File: src/logic/backend_cfg.svh
`ifndef BACKEND_CFG_SVH
`define BACKEND_CFG_SVH

// datapath widths
`define BACKEND_XLEN 32
`define BACKEND_REG_AW 5

// forwarding network shape
`define BACKEND_PIPES 2
`define BACKEND_FWD_STAGES 3     // m1, m2, wb

// ex, m1, m2, wb
`define BACKEND_STAGES 4

`endif

File: src/logic/backend_pkg.sv
`default_nettype none
`include "backend_cfg.svh"

package backend_pkg;

	typedef logic [`BACKEND_XLEN-1:0] word_t;
	typedef logic [`BACKEND_REG_AW-1:0] reg_addr_t;       // r0 means no write

	// one-hot ex source, bit 0 old value, bits 1..3 m1/m2/wb
	typedef logic [`BACKEND_FWD_STAGES:0] ex_fwd_sel_t;
	typedef logic [$clog2(`BACKEND_PIPES)-1:0] pipe_sel_t;

	typedef logic [`BACKEND_STAGES-2:0] stage_vec_t;      // ex, m1, m2
	typedef logic [`BACKEND_STAGES-1:0] revert_vec_t;     // ex .. wb

	typedef enum logic [3:0] {
		alu_add  = 4'd0,
		alu_sub  = 4'd1,
		alu_and  = 4'd2,
		alu_or   = 4'd3,
		alu_xor  = 4'd4,
		alu_sll  = 4'd5,
		alu_srl  = 4'd6,
		alu_slt  = 4'd7,
		alu_link = 4'd8      // pc + 4
	} alu_op_e;

endpackage

`default_nettype wire

File: src/logic/ex_ctrl_if.sv
`timescale 1ns/1ps
`default_nettype none

// ex stage control, registered in stage_ctrl_regs
interface ex_ctrl_if;

	logic                           valid;
	backend_pkg::alu_op_e           alu_op;
	backend_pkg::ex_fwd_sel_t [1:0] fwd_sel;    // per operand, 0 is rj
	backend_pkg::pipe_sel_t   [1:0] pipe_sel;

	modport ctrl (
		output valid,
		output alu_op,
		output fwd_sel,
		output pipe_sel
	);

	modport exec (
		input valid,
		input alu_op,
		input fwd_sel,
		input pipe_sel
	);

endinterface

`default_nettype wire

File: src/logic/stage_ctrl_regs.sv
`timescale 1ns/1ps
`default_nettype none
`include "backend_cfg.svh"

module stage_ctrl_regs (
	input  wire                                   clk,
	input  wire                                   rst_n,
	input  wire backend_pkg::stage_vec_t          stall_vec_i,
	input  wire backend_pkg::stage_vec_t          clr_vec_i,
	input  wire                                   issue_i,
	input  wire backend_pkg::alu_op_e             alu_op_i,
	input  wire backend_pkg::reg_addr_t           w_reg_i,
	input  wire                                   revert_i,
	input  wire backend_pkg::pipe_sel_t     [1:0] pipe_sel_i,
	input  wire backend_pkg::ex_fwd_sel_t   [1:0] fwd_sel_i,
	ex_ctrl_if.ctrl                               ex_o,
	output backend_pkg::reg_addr_t                wb_reg_o,
	output backend_pkg::revert_vec_t              revert_vector_o
);

	localparam int ns = `BACKEND_STAGES;
	localparam backend_pkg::ex_fwd_sel_t sel_old = backend_pkg::ex_fwd_sel_t'(1);

	logic                              ex_valid_q;
	backend_pkg::alu_op_e              ex_op_q;
	backend_pkg::ex_fwd_sel_t [1:0]    ex_fwd_q;
	backend_pkg::pipe_sel_t   [1:0]    ex_pipe_q;
	backend_pkg::reg_addr_t   [ns-1:0] w_reg_q;     // index 0 is ex, ns-1 is wb
	logic                     [ns-1:0] revert_q;
	logic                     [ns-1:0] stall_ext;

	assign stall_ext = {1'b0, stall_vec_i};         // wb never stalls

	always_ff @(posedge clk) begin
		if (!rst_n) begin
			ex_valid_q <= 1'b0;
			ex_op_q    <= backend_pkg::alu_add;
			ex_fwd_q   <= {2{sel_old}};
			ex_pipe_q  <= '0;
			w_reg_q    <= '0;
			revert_q   <= '0;
		end else begin
			// ex stage
			if (!stall_vec_i[0]) begin
				if (issue_i) begin
					ex_valid_q  <= 1'b1;
					ex_op_q     <= alu_op_i;
					ex_fwd_q    <= fwd_sel_i;
					ex_pipe_q   <= pipe_sel_i;
					w_reg_q[0]  <= w_reg_i;
					revert_q[0] <= revert_i;
				end else begin
					ex_valid_q  <= 1'b0;  // bubble
					ex_op_q     <= backend_pkg::alu_add;
					ex_fwd_q    <= {2{sel_old}};
					ex_pipe_q   <= '0;
					w_reg_q[0]  <= '0;
					revert_q[0] <= 1'b0;
				end
			end else begin
				// operands were captured at this edge, so read them back from now on
				ex_fwd_q <= {2{sel_old}};
			end

			// m1, m2 and wb share one rule
			for (int s = 1; s < ns; s++) begin
				if (!stall_ext[s]) begin
					if (clr_vec_i[s-1] | stall_vec_i[s-1]) begin
						w_reg_q[s]  <= '0;
						revert_q[s] <= 1'b0;
					end else begin
						w_reg_q[s]  <= w_reg_q[s-1];
						revert_q[s] <= revert_q[s-1];
					end
				end
			end
		end
	end

	assign ex_o.valid    = ex_valid_q;
	assign ex_o.alu_op   = ex_op_q;
	assign ex_o.fwd_sel  = ex_fwd_q;
	assign ex_o.pipe_sel = ex_pipe_q;

	assign wb_reg_o        = w_reg_q[ns-1];
	assign revert_vector_o = revert_q;

endmodule

`default_nettype wire

File: src/logic/ex_operand_stage.sv
`timescale 1ns/1ps
`default_nettype none
`include "backend_cfg.svh"

module ex_operand_stage (
	input  wire                      clk,
	input  wire                      stall_i,        // ex stall bit
	input  wire backend_pkg::word_t  pc_i,
	input  wire backend_pkg::word_t  rj_i,
	input  wire backend_pkg::word_t  rk_i,
	input  wire backend_pkg::word_t  [`BACKEND_PIPES-1:0][`BACKEND_FWD_STAGES-1:0]
	                                 forwarding_src_i,
	ex_ctrl_if.exec                  ex_i,
	output backend_pkg::word_t       pc_o,
	output backend_pkg::word_t       op_a_o,
	output backend_pkg::word_t       op_b_o
);

	localparam int fs = `BACKEND_FWD_STAGES;

	backend_pkg::word_t       pc_q;
	backend_pkg::word_t [1:0] opnd_q;      // 0 is rj, 1 is rk
	backend_pkg::word_t [1:0] opnd_fwd;

	// one-hot select, so OR of masked sources
	always_comb begin
		for (int i = 0; i < 2; i++) begin
			opnd_fwd[i] = {`BACKEND_XLEN{ex_i.fwd_sel[i][0]}} & opnd_q[i];
			for (int s = 0; s < fs; s++) begin
				opnd_fwd[i] = opnd_fwd[i] |
					({`BACKEND_XLEN{ex_i.fwd_sel[i][s+1]}} &
					 forwarding_src_i[ex_i.pipe_sel[i]][s]);
			end
		end
	end

	always_ff @(posedge clk) begin
		if (!stall_i) begin
			pc_q   <= pc_i;
			opnd_q <= {rk_i, rj_i};
		end else begin
			opnd_q <= opnd_fwd;  // keep the value seen at the stalled edge
		end
	end

	assign pc_o   = pc_q;
	assign op_a_o = opnd_fwd[0];
	assign op_b_o = opnd_fwd[1];

endmodule

`default_nettype wire

File: src/logic/exec_alu.sv
`timescale 1ns/1ps
`default_nettype none
`include "backend_cfg.svh"

module exec_alu (
	ex_ctrl_if.exec                 ex_i,
	input  wire backend_pkg::word_t pc_i,
	input  wire backend_pkg::word_t op_a_i,
	input  wire backend_pkg::word_t op_b_i,
	output backend_pkg::word_t      result_o
);

	localparam int shamt_w = $clog2(`BACKEND_XLEN);

	backend_pkg::word_t alu_res;
	logic [shamt_w-1:0] shamt;

	assign shamt = op_b_i[shamt_w-1:0];     // low bits only

	always_comb begin
		case (ex_i.alu_op)
			backend_pkg::alu_add:  alu_res = op_a_i + op_b_i;
			backend_pkg::alu_sub:  alu_res = op_a_i - op_b_i;
			backend_pkg::alu_and:  alu_res = op_a_i & op_b_i;
			backend_pkg::alu_or:   alu_res = op_a_i | op_b_i;
			backend_pkg::alu_xor:  alu_res = op_a_i ^ op_b_i;
			backend_pkg::alu_sll:  alu_res = op_a_i << shamt;
			backend_pkg::alu_srl:  alu_res = op_a_i >> shamt;
			backend_pkg::alu_slt:  alu_res = backend_pkg::word_t'($signed(op_a_i) < $signed(op_b_i));
			backend_pkg::alu_link: alu_res = pc_i + backend_pkg::word_t'(4);
			default:               alu_res = '0;
		endcase
	end

	// bubbles carry a zero result
	assign result_o = ex_i.valid ? alu_res : '0;

endmodule

`default_nettype wire

File: src/logic/result_pipe.sv
`timescale 1ns/1ps
`default_nettype none
`include "backend_cfg.svh"

module result_pipe (
	input  wire                                               clk,
	input  wire                                               rst_n,
	input  wire backend_pkg::stage_vec_t                      stall_vec_i,
	input  wire backend_pkg::word_t                           ex_result_i,
	output backend_pkg::word_t [`BACKEND_FWD_STAGES-1:0]      forwarding_data_o,
	output backend_pkg::word_t                                wb_result_o
);

	localparam int fs = `BACKEND_FWD_STAGES;

	backend_pkg::word_t [fs-1:0] res_q;     // m1, m2, wb
	logic               [fs-1:0] hold;

	// each result register follows its own stage stall
	assign hold = {1'b0, stall_vec_i[fs-1:1]};

	always_ff @(posedge clk) begin
		if (!rst_n) begin
			res_q <= '0;
		end else begin
			if (!hold[0]) begin
				res_q[0] <= ex_result_i;
			end
			for (int s = 1; s < fs; s++) begin
				if (!hold[s]) begin
					res_q[s] <= res_q[s-1];
				end
			end
		end
	end

	assign forwarding_data_o = res_q;
	assign wb_result_o       = res_q[fs-1];

endmodule

`default_nettype wire

File: src/logic/backend_pipe.sv
`timescale 1ns/1ps
`default_nettype none
`include "backend_cfg.svh"

module backend_pipe (
	input  wire                                  clk,
	input  wire                                  rst_n,
	input  wire backend_pkg::stage_vec_t         stall_vec_i,  // 0 ex, 1 m1, 2 m2
	input  wire backend_pkg::stage_vec_t         clr_vec_i,
	input  wire                                  issue_i,
	input  wire backend_pkg::alu_op_e            alu_op_i,
	input  wire backend_pkg::reg_addr_t          w_reg_i,
	input  wire                                  revert_i,
	input  wire backend_pkg::word_t              pc_i,
	input  wire backend_pkg::word_t              rj_i,
	input  wire backend_pkg::word_t              rk_i,
	input  wire backend_pkg::pipe_sel_t   [1:0]  pipe_sel_i,
	input  wire backend_pkg::ex_fwd_sel_t [1:0]  fwd_sel_i,
	input  wire backend_pkg::word_t [`BACKEND_PIPES-1:0][`BACKEND_FWD_STAGES-1:0]
	                                             forwarding_src_i,
	output backend_pkg::word_t [`BACKEND_FWD_STAGES-1:0] forwarding_data_o,
	output backend_pkg::reg_addr_t               reg_w_addr_o,
	output backend_pkg::word_t                   reg_w_data_o,
	output backend_pkg::revert_vec_t             revert_vector_o
);

	backend_pkg::word_t ex_pc;
	backend_pkg::word_t ex_op_a;
	backend_pkg::word_t ex_op_b;
	backend_pkg::word_t ex_result;

	ex_ctrl_if ex_ctrl ();

	stage_ctrl_regs ctrl_regs_inst (
		.clk             (clk),
		.rst_n           (rst_n),
		.stall_vec_i     (stall_vec_i),
		.clr_vec_i       (clr_vec_i),
		.issue_i         (issue_i),
		.alu_op_i        (alu_op_i),
		.w_reg_i         (w_reg_i),
		.revert_i        (revert_i),
		.pipe_sel_i      (pipe_sel_i),
		.fwd_sel_i       (fwd_sel_i),
		.ex_o            (ex_ctrl),
		.wb_reg_o        (reg_w_addr_o),
		.revert_vector_o (revert_vector_o)
	);

	ex_operand_stage operand_inst (
		.clk              (clk),
		.stall_i          (stall_vec_i[0]),
		.pc_i             (pc_i),
		.rj_i             (rj_i),
		.rk_i             (rk_i),
		.forwarding_src_i (forwarding_src_i),
		.ex_i             (ex_ctrl),
		.pc_o             (ex_pc),
		.op_a_o           (ex_op_a),
		.op_b_o           (ex_op_b)
	);

	exec_alu alu_inst (
		.ex_i     (ex_ctrl),
		.pc_i     (ex_pc),
		.op_a_i   (ex_op_a),
		.op_b_i   (ex_op_b),
		.result_o (ex_result)
	);

	// m1/m2/wb results double as forwarding sources
	result_pipe result_inst (
		.clk               (clk),
		.rst_n             (rst_n),
		.stall_vec_i       (stall_vec_i),
		.ex_result_i       (ex_result),
		.forwarding_data_o (forwarding_data_o),
		.wb_result_o       (reg_w_data_o)
	);

endmodule

`default_nettype wire

File: config.mk
export PLATFORM = sky130hd
export DESIGN_NAME = backend_pipe
export DESIGN_NICKNAME = d
export VERILOG_FILES = /design/src/logic/backend_pkg.sv /design/src/logic/ex_ctrl_if.sv /design/src/logic/stage_ctrl_regs.sv /design/src/logic/ex_operand_stage.sv /design/src/logic/exec_alu.sv /design/src/logic/result_pipe.sv /design/src/logic/backend_pipe.sv
export VERILOG_INCLUDE_DIRS = /design/src /design/src/logic
export SDC_FILE = /design/constraint.sdc
export NUM_CORES = 1
export LEC_CHECK = 0
export BUFFER_PORTS_ARGS = -buffer_cell sky130_fd_sc_hd__buf_2
export CAP_MARGIN = 0
export CORE_UTILIZATION = 32
export CTS_BUF_LIST = sky130_fd_sc_hd__clkbuf_8
export DETAILED_ROUTE_END_ITERATION = 6
export GPL_ROUTABILITY_DRIVEN = 0
export HOLD_SLACK_MARGIN = 0.15
export PLACE_DENSITY = 0.66
export REMOVE_ABC_BUFFERS = 1
export SLEW_MARGIN = 20
export SYNTH_ARGS = -nofsm -noshare
export SYNTH_HDL_FRONTEND = slang
export SYNTH_SLANG_ARGS = --single-unit
File: constraint.sdc
create_clock -name clk -period 5.76 [get_ports clk]
set_input_delay 1.728 -clock clk [delete_from_list [all_inputs] [get_ports clk]]
set_output_delay 1.728 -clock clk [all_outputs]
set_load 0.05 [all_outputs]
==> Word-level counts from Yosys, hierarchy flattened <==
Index checks and enable logic that the tools add are counted.
{ "totals": {"register_bits": 231, "elab_cells": 77} }
{ "classes": {"magnitude_cmp": 3, "n_eq_ne": 8, "bitwise": 22, "add_sub_neg": 3, "n_shift": 2, "reduce_logical": 3, "mux": 16} }
{ "op_table": {"columns": ["op", "n"], "rows": [
  ["$mux W96", 4],
  ["$and A32 B32 Y32", 9],
  ["$pmux W32 S9", 1],
  ["$or A32 B32 Y32", 7],
  ["$mux W64", 1],
  ["$add A32 B3 Y32 const B", 1],
  ["$add A32 B32 Y32", 1],
  ["$lt A32 B32 Y1", 1],
  ["$mux W32", 1],
  ["$shl A32 B5 Y32", 1],
  ["$shr A32 B5 Y32", 1],
  ["$sub A32 B32 Y32", 1],
  ["$xor A32 B32 Y32", 1],
  ["$eq A4 B3 Y1 const B", 4],
  ["$mux W5", 3],
  ["$eq A4 B2 Y1 const B", 2],
  ["$eq A4 B1 Y1 const B", 1],
  ["$eq A4 B4 Y1 const B", 1],
  ["$logic_not A4 Y1", 1],
  ["$lt A1 B2 Y1 const B", 2],
  ["$mux W1", 4],
  ["$mux W4", 1],
  ["$or A1 B1 Y1", 3],
  ["$reduce_or A3 Y1", 1],
  ["3 further kinds", 4]
]} }

==> Longest topological paths before layout <==
{ "logic_depth": {"ltp_word": 9, "depth_mapped": 20, "ltp_nobuf": 17} }

==> Cells and area by module <==
From an unflattened synthesis, not the netlist that was laid out.
{ "hier_totals": {"hier_cells": 2572, "area_unflattened_um2": 21262.9} }
{ "modules_own_cells": {"columns": ["mod", "instances", "cells_each", "seq_area_each_um2", "area_each_um2"], "rows": [
  ["exec_alu", 1, 1389, 0.0, 9162.5],
  ["ex_operand_stage", 1, 733, 2242.2, 7014.2],
  ["result_pipe", 1, 306, 1921.8, 3621.0],
  ["stage_ctrl_regs", 1, 144, 780.7, 1465.2]
]} }

==> Worst setup path after synthesis <==
No wires, ideal clock.
{ "synth_path": {"path_kind": "in2reg", "start": "input port forwarding_src_i[128] (netlist name)", "end": "register result_inst.res_q (netlist bit result_inst.forwarding_data_o[30])", "path_buffers": 3, "stages": 19, "arrival_ps": 5806, "setup_ps": 124, "setup_slack_ps": -170, "cell_sequence": "a22oi_1 -> a21oi_1 -> or2_1 -> buf_2 -> buf_1 -> clkbuf_1 -> ha_1 -> inv_1 -> fa_1 -> a21o_1 -> a311o_1 -> or4_1 -> nand4_1 -> o211ai_1 -> o22ai_1 -> o311ai_1 -> a21oi_1 -> mux2i_1 -> a31oi_1"} }
{ "synth_between": {"elab_chain_cells": 8} }
{ "synth_rtl": {"columns": ["item", "line", "text"], "rows": [
  ["start: declaration", "backend_pipe.sv:20", "forwarding_src_i,"],
  ["$mux W96 (2 in a row)", null, null],
  ["$and A32 B32 Y32", "ex_operand_stage.sv:31", "({`BACKEND_XLEN{ex_i.fwd_sel[i][s+1]}} &"],
  ["$or A32 B32 Y32 (2 in a row)", "ex_operand_stage.sv:30", "opnd_fwd[i] = opnd_fwd[i] |"],
  ["$sub A32 B32 Y32, or another cell as far along", "exec_alu.sv:23", "backend_pkg::alu_sub: alu_res = op_a_i - op_b_i;"],
  ["$pmux W32 S9 (*)", "exec_alu.sv:21", "case (ex_i.alu_op)"],
  ["$mux W32 (*)", "exec_alu.sv:36", "assign result_o = ex_i.valid ? alu_res : '0;"],
  ["end signal: indexed assignment", "result_pipe.sv:31", "res_q[s] <= res_q[s-1];"],
  ["end: declaration", "result_pipe.sv:16", "backend_pkg::word_t [fs-1:0] res_q;"]
]} }
Every way passes the cells marked *; elsewhere a longest branch is shown, timed or not. The select of a mux whose other input is x is not followed.
A chain may end at the register's enable or synchronous reset.

==> Worst setup path after layout <==
{ "layout_path": {"start": "input port forwarding_src_i[32] (netlist name)", "end": "register result_inst.res_q (netlist bit result_inst.forwarding_data_o[24])"} }
Same word-level chain as after synthesis.

==> results_dict.tcl <==
set metrics [dict create \
    outcome "completed" \
    start_util_pct 32.3 \
    peakVddDrop_mv 0.217 \
    synth_mux_area_share_pct 12.9 \
    clk_latency_ns 0.65 \
    ys_seq_area_share_pct 25.3 \
    fin_hold_ws_ns 0.456 \
    drv_cap 0 \
    most-common-layout-cells "buf_2 (452), a21oi_1 (240), dfxtp_1 (189)" \
    synthAdderAreaFrac_pct 6.49 \
    startpoint_type "primary input" \
    grt_usage_pct 26.0 \
    clock-sinks 231 \
    grt_pass1_wl_mm 124 \
    cts_resized 0 \
    clkTransAtPathRegs_ns 0.06 \
    netlist_area_um2 19500 \
    intPower_uw 3900 \
    async_flop_share_pct 0 \
    synth_compound_area_share_pct 30.0 \
    postCtsHoldBufs 0 \
    postRouteAntennaNets 0 \
    yosys_register_bits 231 \
    cts_tree "built" \
    drive_gt1_share_pct 29.3 \
    comb_power_share_pct 42.4 \
    drt_iter0_drc 2854 \
    n_fill_cell 6201 \
    place_hpwl_mm 65.6 \
    fin_skew_ns 0.0224 \
    vias_per_cell 5.90 \
    routed_wl_mm 83.9 \
    pwr-share-seq_pct 27.7 \
    drc 0 \
    die_area_um2 62000 \
    root_buffer "clkbuf_8" \
    hold_path.class "register to register" \
    syn_avg_cell_area_um2 8.20 \
    grt_max_degree 65 \
    grt_setup_unrepaired "no" \
    arrival_ns 5.81 \
    critical_path_class "primary input to register" \
    max_freq_mhz 189 \
    p_leak_uw 0.0103 \
    synth_edf_count 32 \
    antenna_found_initial 4 \
    post_cts_buffers 0 \
    slew_headroom_pct 31.6 \
    power_uw 6530 \
    die_w_um 249 \
    rows 90 \
    synth_xor_area_share_pct 1.84 \
    post_drt_wl_per_cell_um 23.1 \
    io_buffers 453 \
    cts_buffers 48 \
    dp_cells 3533 \
    nets 3218 \
    num_vias 21400 \
    slew_viol_final 0 \
    core_area_um2 60400 \
    io_pins 454 \
    setup_violations 0 \
    report.final.hold_viol_count 0 \
    sw_frac_of_total_pct 40.2 \
    switchingPower_uw 2620 \
    yosysWarnings 0 \
    hold_start "ctrl_regs_inst.w_reg_q[14]" \
    clockBufferDepth 3 \
    final_cells 3624 \
    tightest_slew_ns 1.02 \
    path_max_fanout 4 \
    synth.distinct_cells 88 \
    area_growth_pct 22.4 \
    grt_pass1_vias 20000 \
    die_h_um 249 \
    synth_simple_gate_area_share_pct 15.7 \
    clockPowerShare_pct 29.9 \
    final_util_pct 39.6 \
    synth_top_family_by_area "compound AO/OA/AOI/OAI gates" \
    firstDrtPassIters 7 \
    layout_min_cycle_time_ns 5.29 \
    htreeDepth 2 \
    worstSetupStartpoint "forwarding_src_i[32]" \
    multi_input_comb_area_um2 13100 \
    syn_inst 2379 \
    r2r_start "ctrl_regs_inst.ex_o.pipe_sel[1]" \
    layout.area.seq_um2 4960 \
    power-per-cell-area_nw_per_um2 273 \
    fin_crit_sh_pct 91.9 \
    endpoint_kind "register" \
    yosys_most_used_dff "dfxtp_1" \
    fin_setup_tns_ns 0 \
    required_ns 6.28 \
    final_common_cell "buf_2" \
    overflow 0 \
]
per-layer routing:
layer  share of wire (%)  global-route usage (%)  vias to the layer above  wire length [µm]
met5               0.016                  0.0772                        -                13
met4                 5.7                    13.5                        2              4740
met3                 9.6                    5.98                      269              8050
met2                  46                    42.6                     1288             38500
met1                  39                    31.6                    10100             32500
li1                    -                       -                     9730                 -
worst max-delay path: stages:
cell and delay, ns:
buf_2 0.11, a221oi_1 0.27, a21oi_1 0.08, a221oi_2 0.31
ha_1 0.23, inv_1 0.06, fa_1 0.46, a21o_1 0.20
a311o_1 0.36, or4_1 0.51, nand4_1 0.18, o211ai_1 0.24
o22ai_1 0.36, buf_4 0.19, o22ai_1 0.09, a211oi_1 0.33
a21oi_1 0.10
synthesized netlist by cell type, types with 14 or more instances:
cell / instances / area, µm²
o221ai_1: 19 / 166
nor2_1: 186 / 698
dfxtp_1: 199 / 3980
and2_1: 89 / 557
xor2_1: 16 / 140
buf_1: 17 / 63.8
nand3_1: 38 / 190
ha_1: 98 / 1230
clkbuf_1: 122 / 458
o21bai_1: 15 / 113
nand4_1: 16 / 100
a31oi_1: 14 / 87.6
mux2i_1: 148 / 1480
o22ai_1: 18 / 113
nor2b_1: 41 / 257
edfxtp_1: 32 / 961
o21ai_0: 100 / 500
a21o_1: 14 / 105
a211oi_1: 35 / 263
a221oi_2: 33 / 495
a22oi_1: 77 / 578
o211ai_1: 15 / 113
a21oi_1: 240 / 1200
mux2_2: 64 / 721
nand2_1: 166 / 623
buf_4: 45 / 338
and3_1: 14 / 87.6
buf_2: 32 / 160
a22o_1: 22 / 193
a221oi_1: 118 / 1030
inv_1: 90 / 338
nor3_1: 38 / 190
xnor2_1: 25 / 219
state kept, by name, indices dropped and copies added (netlist names):
signal and count:
operand_inst.opnd_q 64, result_inst.forwarding_data_o 64, operand_inst.pc_o 32, result_inst.wb_result_o 32, ctrl_regs_inst.w_reg_q 15, ctrl_regs_inst.ex_o.fwd_sel 8, ctrl_regs_inst.wb_reg_o 5, ctrl_regs_inst.ex_o.alu_op 4
ctrl_regs_inst.revert_vector_o 4, ctrl_regs_inst.ex_o.pipe_sel 2, ctrl_regs_inst.ex_o.valid 1
cell type report:
type	instances	share of cell area, %
clock buffers	62	3.57
multi-input cells	1826	55.0
well taps	782	4.10
diodes	1	0.0105
flip-flops and latches	231	20.8
repair buffers	599	14.1
inverters	95	1.49
clock inverters	28	0.927
power by group through the flow:
stage / clock network (µW) / registers, µW / logic (µW)
detailed placement: 0 / 1840 / 2650
global placement: 0 / 1840 / 2640
global route: 2090 / 1820 / 2930
floorplan: 0 / 1880 / 1600
CTS: 2020 / 1810 / 2660
finish: 1950 / 1810 / 2770
per-stage QoR:
| step | cell area [µm²] | setup WS (ns) |
|---|---|---|
| 2_1_floorplan | 18400 | -3.00 |
| 3_5_place_dp | 22800 | -0.101 |
| 4_1_cts | 23900 | 0.588 |
| 3_3_place_gp | 22800 | -0.0696 |
| 6_report | 23900 | 0.469 |
| 5_1_grt | 23900 | 0.214 |
logic make-up after synthesis:
family          Yosys count
simple gates            638
buf+inv                 322
xor+xnor                 41
compound gates          815
mux                     232
fa+ha+maj               100
flops                   231
worst paths after layout:
check / slack [ns] / to / cells after the start
min reg2reg: 0.46 / ctrl_regs_inst.wb_reg_o[4] / 1
max reg2reg: 0.80 / result_inst.forwarding_data_o[31] / 16
min: 0.46 / ctrl_regs_inst.wb_reg_o[4] / 1
max: 0.47 / result_inst.forwarding_data_o[24] / 17
Note: power is estimated with default switching activity, not from simulation.
